## src/hw/rmt_pkg.sv

```systemverilog
package rmt_pkg;

	// stream and header vector widths
	localparam int DATA_W = 32;
	localparam int CONT_W = 8;
	localparam int NUM_CONT = 4;
	localparam int PHV_W = CONT_W * NUM_CONT;

	// only this protocol number in container 3 gets through
	localparam logic [CONT_W-1:0] PROTO_ACCEPT = 8'h11;

	localparam int NUM_STAGES = 4;

	// fifo geometry
	localparam int FIFO_DEPTH = 16;
	localparam int FIFO_AW = 4;
	localparam int NEARLY_FULL_GAP = 2;

	// dst is container k, src is container k+1
	typedef enum logic [1:0] {
		op_add,
		op_xor,
		op_sub,
		op_copy
	} stage_op_t;

	// fixed per-stage action
	localparam stage_op_t STAGE_OP [NUM_STAGES] = '{
		op_add,
		op_xor,
		op_sub,
		op_copy
	};

endpackage

```

## src/hw/action_stage.sv

```systemverilog
module action_stage #(
	parameter int STAGE_ID = 0
) (
	input  logic                      clk,
	input  logic                      aresetn,

	input  logic [rmt_pkg::PHV_W-1:0] phv_in,
	input  logic                      phv_in_valid,
	output logic                      stage_ready_out,

	output logic [rmt_pkg::PHV_W-1:0] phv_out,
	output logic                      phv_out_valid,
	input  logic                      stage_ready_in
);

	import rmt_pkg::*;

	logic [PHV_W-1:0]  phv_q;
	logic              valid_q;
	logic [CONT_W-1:0] dst;
	logic [CONT_W-1:0] src;
	logic [CONT_W-1:0] res;

	assign dst = phv_in[STAGE_ID*CONT_W +: CONT_W];
	assign src = phv_in[((STAGE_ID + 1) % NUM_CONT)*CONT_W +: CONT_W];

	always_comb begin
		case (STAGE_OP[STAGE_ID])
			op_add:  res = dst + src;
			op_xor:  res = dst ^ src;
			op_sub:  res = dst - src;
			op_copy: res = src;
			default: res = dst;
		endcase
	end

	// one slot, refilled while it drains
	assign stage_ready_out = !valid_q || stage_ready_in;

	always_ff @(posedge clk) begin
		if (!aresetn) begin
			valid_q <= 1'b0;
		end else if (stage_ready_out) begin
			valid_q <= phv_in_valid;
		end
	end

	always_ff @(posedge clk) begin
		if (phv_in_valid && stage_ready_out) begin
			phv_q <= phv_in;
			phv_q[STAGE_ID*CONT_W +: CONT_W] <= res;
		end
	end

	assign phv_out = phv_q;
	assign phv_out_valid = valid_q;

	// stalled output holds its value
	a_hold: assert property (
		@(posedge clk) disable iff (!aresetn)
		(phv_out_valid && !stage_ready_in) |=> (phv_out_valid && $stable(phv_out))
	);

endmodule

```

## src/hw/deparser.sv

```systemverilog
module deparser (
	input  logic                       clk,
	input  logic                       aresetn,

	input  logic [rmt_pkg::DATA_W:0]   pkt_dout,
	input  logic                       pkt_empty,
	output logic                       pkt_rd_en,

	input  logic [rmt_pkg::PHV_W-1:0]  phv_dout,
	input  logic                       phv_empty,
	output logic                       phv_rd_en,

	output logic [rmt_pkg::DATA_W-1:0] m_tdata,
	output logic                       m_tvalid,
	output logic                       m_tlast,
	input  logic                       m_tready
);

	import rmt_pkg::*;

	typedef enum logic {
		dep_header,
		dep_payload
	} dep_state_t;

	dep_state_t state;
	logic       xfer;

	// header needs its processed phv as well as the stored beat
	always_comb begin
		if (state == dep_header) begin
			m_tvalid = !pkt_empty && !phv_empty;
			m_tdata = phv_dout;
		end else begin
			m_tvalid = !pkt_empty;
			m_tdata = pkt_dout[DATA_W-1:0];
		end
	end

	assign m_tlast = pkt_dout[DATA_W];
	assign xfer = m_tvalid && m_tready;

	assign pkt_rd_en = xfer;
	assign phv_rd_en = xfer && (state == dep_header);

	always_ff @(posedge clk) begin
		if (!aresetn) begin
			state <= dep_header;
		end else if (xfer) begin
			// any last beat closes the packet
			if (m_tlast) begin
				state <= dep_header;
			end else begin
				state <= dep_payload;
			end
		end
	end

	// a waiting phv always has its stored header beat
	a_phv_has_pkt: assert property (
		@(posedge clk) disable iff (!aresetn)
		(state == dep_header && !phv_empty) |-> !pkt_empty
	);

endmodule

```

## src/hw/phv_parser.sv

```systemverilog
module phv_parser (
	input  logic                         clk,
	input  logic                         aresetn,

	input  logic [rmt_pkg::DATA_W-1:0]   flt_tdata,
	input  logic                         flt_tvalid,
	input  logic                         flt_tlast,
	output logic                         flt_tready,

	output logic [rmt_pkg::PHV_W-1:0]    phv,
	output logic                         phv_valid,
	input  logic                         phv_ready,

	output logic                         pkt_wr_en,
	output logic [rmt_pkg::DATA_W:0]     pkt_din,
	input  logic                         pkt_nearly_full
);

	logic sop;

	// header beat needs both the stage chain and the packet fifo
	assign flt_tready = !pkt_nearly_full && (!sop || phv_ready);

	assign phv = flt_tdata;
	assign phv_valid = flt_tvalid && sop && !pkt_nearly_full;

	// every beat, header included, is stored with its last flag
	assign pkt_wr_en = flt_tvalid && flt_tready;
	assign pkt_din = {flt_tlast, flt_tdata};

	always_ff @(posedge clk) begin
		if (!aresetn) begin
			sop <= 1'b1;
		end else if (flt_tvalid && flt_tready) begin
			sop <= flt_tlast;
		end
	end

	// header and its stored copy must leave together
	a_hdr_with_pkt: assert property (
		@(posedge clk) disable iff (!aresetn)
		(phv_valid && phv_ready) |-> pkt_wr_en
	);

endmodule

```

## src/hw/pkt_filter.sv

```systemverilog
module pkt_filter (
	input  logic                       clk,
	input  logic                       aresetn,

	input  logic [rmt_pkg::DATA_W-1:0] s_tdata,
	input  logic                       s_tvalid,
	input  logic                       s_tlast,
	output logic                       s_tready,

	output logic [rmt_pkg::DATA_W-1:0] flt_tdata,
	output logic                       flt_tvalid,
	output logic                       flt_tlast,
	input  logic                       flt_tready
);

	import rmt_pkg::*;

	logic sop;
	logic drop_q;
	logic hdr_ok;
	logic drop;

	// protocol number sits in the top container
	assign hdr_ok = (s_tdata[3*CONT_W +: CONT_W] == PROTO_ACCEPT);

	// header decides now, later beats follow the stored decision
	assign drop = sop ? !hdr_ok : drop_q;

	assign flt_tdata = s_tdata;
	assign flt_tlast = s_tlast;
	assign flt_tvalid = s_tvalid && !drop;

	// dropped beats are swallowed at full rate
	assign s_tready = drop || flt_tready;

	always_ff @(posedge clk) begin
		if (!aresetn) begin
			sop <= 1'b1;
			drop_q <= 1'b0;
		end else if (s_tvalid && s_tready) begin
			sop <= s_tlast;
			if (sop) begin
				drop_q <= !hdr_ok;
			end
		end
	end

endmodule

```

## src/hw/rmt_pipeline.sv

```systemverilog
module rmt_pipeline (
	input  logic                       clk,
	input  logic                       aresetn,

	input  logic [rmt_pkg::DATA_W-1:0] s_tdata,
	input  logic                       s_tvalid,
	output logic                       s_tready,
	input  logic                       s_tlast,

	output logic [rmt_pkg::DATA_W-1:0] m_tdata,
	output logic                       m_tvalid,
	input  logic                       m_tready,
	output logic                       m_tlast
);

	import rmt_pkg::*;

	logic [DATA_W-1:0] flt_tdata;
	logic              flt_tvalid;
	logic              flt_tlast;
	logic              flt_tready;

	// index 0 is the parser output, k+1 is stage k output
	logic [NUM_STAGES:0][PHV_W-1:0] stg_phv;
	logic [NUM_STAGES:0]            stg_valid;
	logic [NUM_STAGES:0]            stg_ready;

	logic              pkt_wr_en;
	logic [DATA_W:0]   pkt_din;
	logic              pkt_nearly_full;
	logic              pkt_rd_en;
	logic [DATA_W:0]   pkt_dout;
	logic              pkt_empty;

	logic              phv_wr_en;
	logic              phv_nearly_full;
	logic              phv_rd_en;
	logic [PHV_W-1:0]  phv_dout;
	logic              phv_empty;

	pkt_filter pkt_filter_i (
		.clk, .aresetn,
		.s_tdata, .s_tvalid, .s_tlast, .s_tready,
		.flt_tdata, .flt_tvalid, .flt_tlast, .flt_tready
	);

	phv_parser phv_parser_i (
		.clk, .aresetn,
		.flt_tdata, .flt_tvalid, .flt_tlast, .flt_tready,
		.phv(stg_phv[0]), .phv_valid(stg_valid[0]), .phv_ready(stg_ready[0]),
		.pkt_wr_en, .pkt_din, .pkt_nearly_full
	);

	for (genvar k = 0; k < NUM_STAGES; k++) begin : g_stage
		action_stage #(.STAGE_ID(k)) stage_i (
			.clk, .aresetn,
			.phv_in(stg_phv[k]), .phv_in_valid(stg_valid[k]), .stage_ready_out(stg_ready[k]),
			.phv_out(stg_phv[k+1]), .phv_out_valid(stg_valid[k+1]),
			.stage_ready_in(stg_ready[k+1])
		);
	end

	assign stg_ready[NUM_STAGES] = !phv_nearly_full;
	assign phv_wr_en = stg_valid[NUM_STAGES] && stg_ready[NUM_STAGES];

	sync_fifo #(.WIDTH(DATA_W+1)) pkt_fifo (
		.clk, .aresetn,
		.wr_en(pkt_wr_en), .din(pkt_din), .rd_en(pkt_rd_en),
		.dout(pkt_dout), .empty(pkt_empty), .nearly_full(pkt_nearly_full)
	);

	sync_fifo #(.WIDTH(PHV_W)) phv_fifo (
		.clk, .aresetn,
		.wr_en(phv_wr_en), .din(stg_phv[NUM_STAGES]), .rd_en(phv_rd_en),
		.dout(phv_dout), .empty(phv_empty), .nearly_full(phv_nearly_full)
	);

	deparser deparser_i (
		.clk, .aresetn,
		.pkt_dout, .pkt_empty, .pkt_rd_en,
		.phv_dout, .phv_empty, .phv_rd_en,
		.m_tdata, .m_tvalid, .m_tlast, .m_tready
	);

endmodule

```

## src/hw/sync_fifo.sv

```systemverilog
module sync_fifo #(
	parameter int WIDTH = 32
) (
	input  logic             clk,
	input  logic             aresetn,

	input  logic             wr_en,
	input  logic [WIDTH-1:0] din,
	input  logic             rd_en,
	output logic [WIDTH-1:0] dout,
	output logic             empty,
	output logic             nearly_full
);

	import rmt_pkg::*;

	logic [WIDTH-1:0]   mem [FIFO_DEPTH];
	logic [FIFO_AW-1:0] wr_ptr;
	logic [FIFO_AW-1:0] rd_ptr;
	logic [FIFO_AW:0]   count;
	logic               full;

	assign empty = (count == '0);
	assign full = (count == (FIFO_AW+1)'(FIFO_DEPTH));
	assign nearly_full = (count >= (FIFO_AW+1)'(FIFO_DEPTH - NEARLY_FULL_GAP));

	// show-ahead head
	assign dout = mem[rd_ptr];

	always_ff @(posedge clk) begin
		if (wr_en) begin
			mem[wr_ptr] <= din;
		end
	end

	always_ff @(posedge clk) begin
		if (!aresetn) begin
			wr_ptr <= '0;
			rd_ptr <= '0;
			count <= '0;
		end else begin
			if (wr_en) begin
				wr_ptr <= wr_ptr + 1'b1;
			end
			if (rd_en) begin
				rd_ptr <= rd_ptr + 1'b1;
			end
			case ({wr_en, rd_en})
				2'b10:   count <= count + 1'b1;
				2'b01:   count <= count - 1'b1;
				default: count <= count;
			endcase
		end
	end

	a_no_overflow: assert property (@(posedge clk) disable iff (!aresetn) wr_en |-> !full);
	a_no_underflow: assert property (@(posedge clk) disable iff (!aresetn) rd_en |-> !empty);

endmodule

```

## config.mk

```make
export PLATFORM = sky130hd
export DESIGN_NAME = rmt_pipeline
export DESIGN_NICKNAME = d
export VERILOG_FILES = /design/src/hw/rmt_pkg.sv /design/src/hw/action_stage.sv /design/src/hw/deparser.sv /design/src/hw/phv_parser.sv /design/src/hw/pkt_filter.sv /design/src/hw/rmt_pipeline.sv /design/src/hw/sync_fifo.sv
export SDC_FILE = /design/constraint.sdc
export NUM_CORES = 1
export LEC_CHECK = 0
export BUFFER_PORTS_ARGS = -buffer_cell sky130_fd_sc_hd__buf_2
export CORE_UTILIZATION = 37
export CTS_BUF_LIST = sky130_fd_sc_hd__clkbuf_8
export CTS_CLUSTER_SIZE = 25
export DETAILED_ROUTE_END_ITERATION = 6
export PLACE_DENSITY = 0.59
export SLEW_MARGIN = 20
export SYNTH_ARGS = -nofsm -noshare
export SYNTH_HDL_FRONTEND = slang
export SYNTH_SLANG_ARGS = --single-unit
export TNS_END_PERCENT = 5
```

## constraint.sdc

```tcl
create_clock -name clk -period 8 [get_ports clk]
set_input_delay 0.8 -clock clk [delete_from_list [all_inputs] [get_ports clk]]
set_output_delay 0.8 -clock clk [all_outputs]
set_load 0.03 [all_outputs]
```

==> key figures <==
Clock network
  • Clock buffer depth: 3
  • Post-CTS Setup Bufs: 0
  • TritonCTS clock tree: built
  • Hold buffer count at CTS: 0
  • Cts repair resizes: 0
  • Clk root buf: clkbuf_8
  • Clock Latency Late Sink: 830 ps
  • Max H-tree Level: 4
  • CTS Buf Count: around 170
  • Clk pin slew, worst setup/hold paths: 60 ps
  • Clk sink count: around 1100

Setup path
  • Crit path DAT: 4530 ps
  • Crit end category: output pin
  • Reg-to-reg startpoint: deparser_i.state$_SDFFE_PN0N_
  • Worst Path Max Fanout: 36
  • WP data required: 7200 ps
  • Register-to-Register Setup Slack: roughly 4500 ps
  • Reg2Reg Depth: 11
  • CP startpoint kind: flip-flop
  • Crit path to: m_tdata[3]
  • Critical path type: flip-flop to output pin
  • RR Endpoint: phv_fifo.count[4]$_SDFFE_PN0P_

Placed design
  • Dpl hpwl: 55200 um
  • Routability cong.: 0.776
  • Place WS: between 3000 and 4000 ps
  • Port Buffers: approximately 70

STA
  • Hold WS: approximately 300 ps
  • Worst Max-Slew Pin Slew: 1160 ps
  • Final Critical Period: 5330 ps
  • Unrepaired setup endpoints after global routing: no
  • Setup violations, final: 0
  • Rel. slew slack: roughly 22%
  • Sum Neg Setup Slack: 0 ps
  • Fin. max-slew vios: 0
  • Fin. Hold Viols: 0
  • Fin crit share: 66.7%
  • Max Freq: 187 MHz
  • Clock Skew: 28.6 ps
  • Setup ws final: 2670 ps

Logic synthesis
  • Adder-Cell Fraction of Synth Area: 1.10%
  • Synthesized net count: 2099
  • Post-synthesis compound-gate area fraction: 3.75%
  • Post-Synth XOR/XNOR Area: 0.751%
  • Syn. warnings: 0
  • Combinational family with the most area after synthesis: multiplexers
  • Synth Area in Simple Gates: under 10%
  • Synthesized area per cell: 20.1 um^2
  • Post-synthesis mux area share: 12.4%
  • Post-synthesis sequential area ratio: between 70% and 80%
  • Post-synthesis cell type count: 55
  • Ys flop type: edfxtp_1
  • Async S/R FF share, synth: 0%
  • Post-Syn Area: roughly 40000 um^2
  • #FFs+latches synth: between 1000 and 1500
  • Post-synthesis cell count: between 2000 and 2500
  • Post-synth EDFFs: 1024

Global routing
  • First-pass GRT wire length: 141000 um
  • Total congestion overflow: 0
  • Number of global-route vias before repair: 21100
  • Largest net degree at the start of global routing: 135
  • Total track usage: 17.4%
  • Initial antenna violation count: 9

Routing
  • Met3 Wirelength: ~5600 um
  • Wire length on met1: 39400 um
  • Met2 wire length: 49300 um
  • First-pass DRT Iterations: 5
  • Detailed-route via count: approximately 20000
  • Initial drt markers: 1510
  • Vias/cell: 5.23
  • Total Wirelength: 96400 um
  • Mean routed wirelength per cell: between 20 and 30 um
  • Top Metal Used: met5
  • Routed Antenna Nets: 0
  • # DRC: 0

Outcome
  • Status: complete, no violations

Hold path
  • Hold Path Class: input pin to flip-flop

Pwr
  • PnR Total Power: 0.0104 W
  • Leakage: 14.3 nW
  • Maximum VDD drop: 0.156 mV
  • P per Cell Area: 226 nW/um^2

Floorplan
  • Core area: between 100000 and 150000 um^2
  • Row count: between 100 and 150
  • Die W: 334 um
  • IO Count: a little over 70
  • Initial Util: 37.4%
  • Die area: ~110000 um^2
  • Die H: 334 um

Run
  • MaxCap Viol Count: 0

Cells and area
  • Area Growth Syn to Fin: 13.4%
  • Post-layout net count: 2291
  • Final core utilization: 42.4%
  • Layout cell share with drive strength beyond 1: about a quarter
==> kinds of logic (layout without fill, tap and decap cells) <==
logic type / Yosys count / in the layout
buffers and inverters: 136 / 462
AND/OR/NAND/NOR: 244 / 244
AO/OA/AOI/OAI: 207 / 207
multiplexers: 306 / 306
XOR/XNOR: 35 / 35
flip-flops: 1066 / 1066
other: 0 / 3
adder cells (fa/ha/maj): 34 / 34
==> metal layers <==
layer / track usage (%) / vias up
li1: - / 8709
met1: 21.8 / 10500
met4: 5.67 / 6
met5: 0 / -
met3: 3.35 / 164
met2: 30.2 / 674
==> synth_stat cells, types with 11 or more instances <==
library cell | count | area, um^2
clkbuf_1 | 38 | 143
a22oi_1 | 133 | 998
nand4_1 | 19 | 119
o21ai_0 | 14 | 70.1
inv_1 | 36 | 135
nand2_1 | 34 | 128
edfxtp_1 | 1024 | 30700
nand2b_1 | 11 | 68.8
xnor2_1 | 17 | 149
buf_2 | 46 | 230
mux4_2 | 159 | 3580
a21oi_1 | 14 | 70.1
mux2i_1 | 147 | 1470
nor3_1 | 13 | 65.1
nor2b_1 | 16 | 100
nand3_1 | 61 | 305
dfxtp_1 | 42 | 841
ha_1 | 31 | 388
xor2_1 | 18 | 158
nor2_1 | 47 | 176
and2_1 | 24 | 150
==> how the worst min path moves through the flow <==
stage	from	endpoint	slack, ps	cells past startpoint
floorplan	g_stage[0].stage_i.phv_out[0]$_DFFE_PP_	g_stage[1].stage_i.phv_out[0]$_DFFE_PP_	400	0
global placement	g_stage[2].stage_i.phv_out[17]$_DFFE_PP_	g_stage[3].stage_i.phv_out[17]$_DFFE_PP_	400	0
detailed placement	g_stage[2].stage_i.phv_out[18]$_DFFE_PP_	g_stage[3].stage_i.phv_out[18]$_DFFE_PP_	400	0
CTS	s_tvalid	pkt_filter_i.drop_q$_SDFFE_PN0P_	220	3
global route	s_tvalid	pkt_filter_i.drop_q$_SDFFE_PN0P_	280	3
finish	s_tvalid	pkt_filter_i.drop_q$_SDFFE_PN0P_	300	3
==> layout by cell type, fill, tap and decap left out, types with 16 or more instances in the layout <==
cell type     n
edfxtp_1   1024
clkbuf_8    168
mux4_2      159
mux2i_1     147
a22oi_1     133
inv_1        77
buf_2        71
nand3_1      61
buf_4        51
clkinv_1     50
dfxtp_1      37
nand2_1      34
ha_1         31
and2_1       24
clkinv_2     23
nor2_1       20
nand4_1      19
xor2_1       18
xnor2_1      17
nor2_2       16
==> worst max-delay path, stage by stage, from the launching register on <==
cell and delay, ps:
dfxtp_4 830, buf_4 580, mux4_2 570, a22o_1 260, a31oi_1 740, nand3_1 360, buf_2 300
==> metrics by stage <==
stage | std cells | cell area [um^2]
floorplan | 2028 | 40800
global placement | 3528 | 43200
detailed placement | 3528 | 43200
CTS | 3829 | 46200
global route | 3831 | 46300
finish | 3833 | 46300
==> final cells by class <==
cell class | count | area (um^2)
well taps | 1476 | 1850
clock inverters | 133 | 746
inverters | 36 | 135
multi-input cells | 826 | 8820
repair buffers | 125 | 798
clock buffers | 168 | 2310
diodes | 3 | 7.51
fillers | 9550 | 62900
flip-flops and latches | 1066 | 31600
==> sequential cells by signal, summed over array words and instances (netlist names), named ones only <==
| signal | cells |
|---|---|
| phv_fifo.mem | 384 |
| phv_fifo.rd_ptr | 4 |
| deparser_i.state | 1 |
| g_stage.stage_i.phv_out | 112 |
| g_stage.stage_i.phv_out_valid | 4 |
| pkt_filter_i.sop | 1 |
| pkt_fifo.rd_ptr | 4 |
| pkt_fifo.mem | 528 |
| pkt_fifo.count | 5 |
| pkt_fifo.wr_ptr | 4 |
| phv_parser_i.sop | 1 |
| pkt_filter_i.drop_q | 1 |
| phv_fifo.count | 5 |
| phv_fifo.wr_ptr | 4 |
==> power by group <==
group,switching (W),internal [W],total [W]
Clock,0.00209,0.00213,0.00423
Combinational,0.0000879,0.0000307,0.000119
Sequential,0.00000875,0.00609,0.00610
Total,0.00219,0.00826,0.0104
Power figures use the tool's default switching activity.
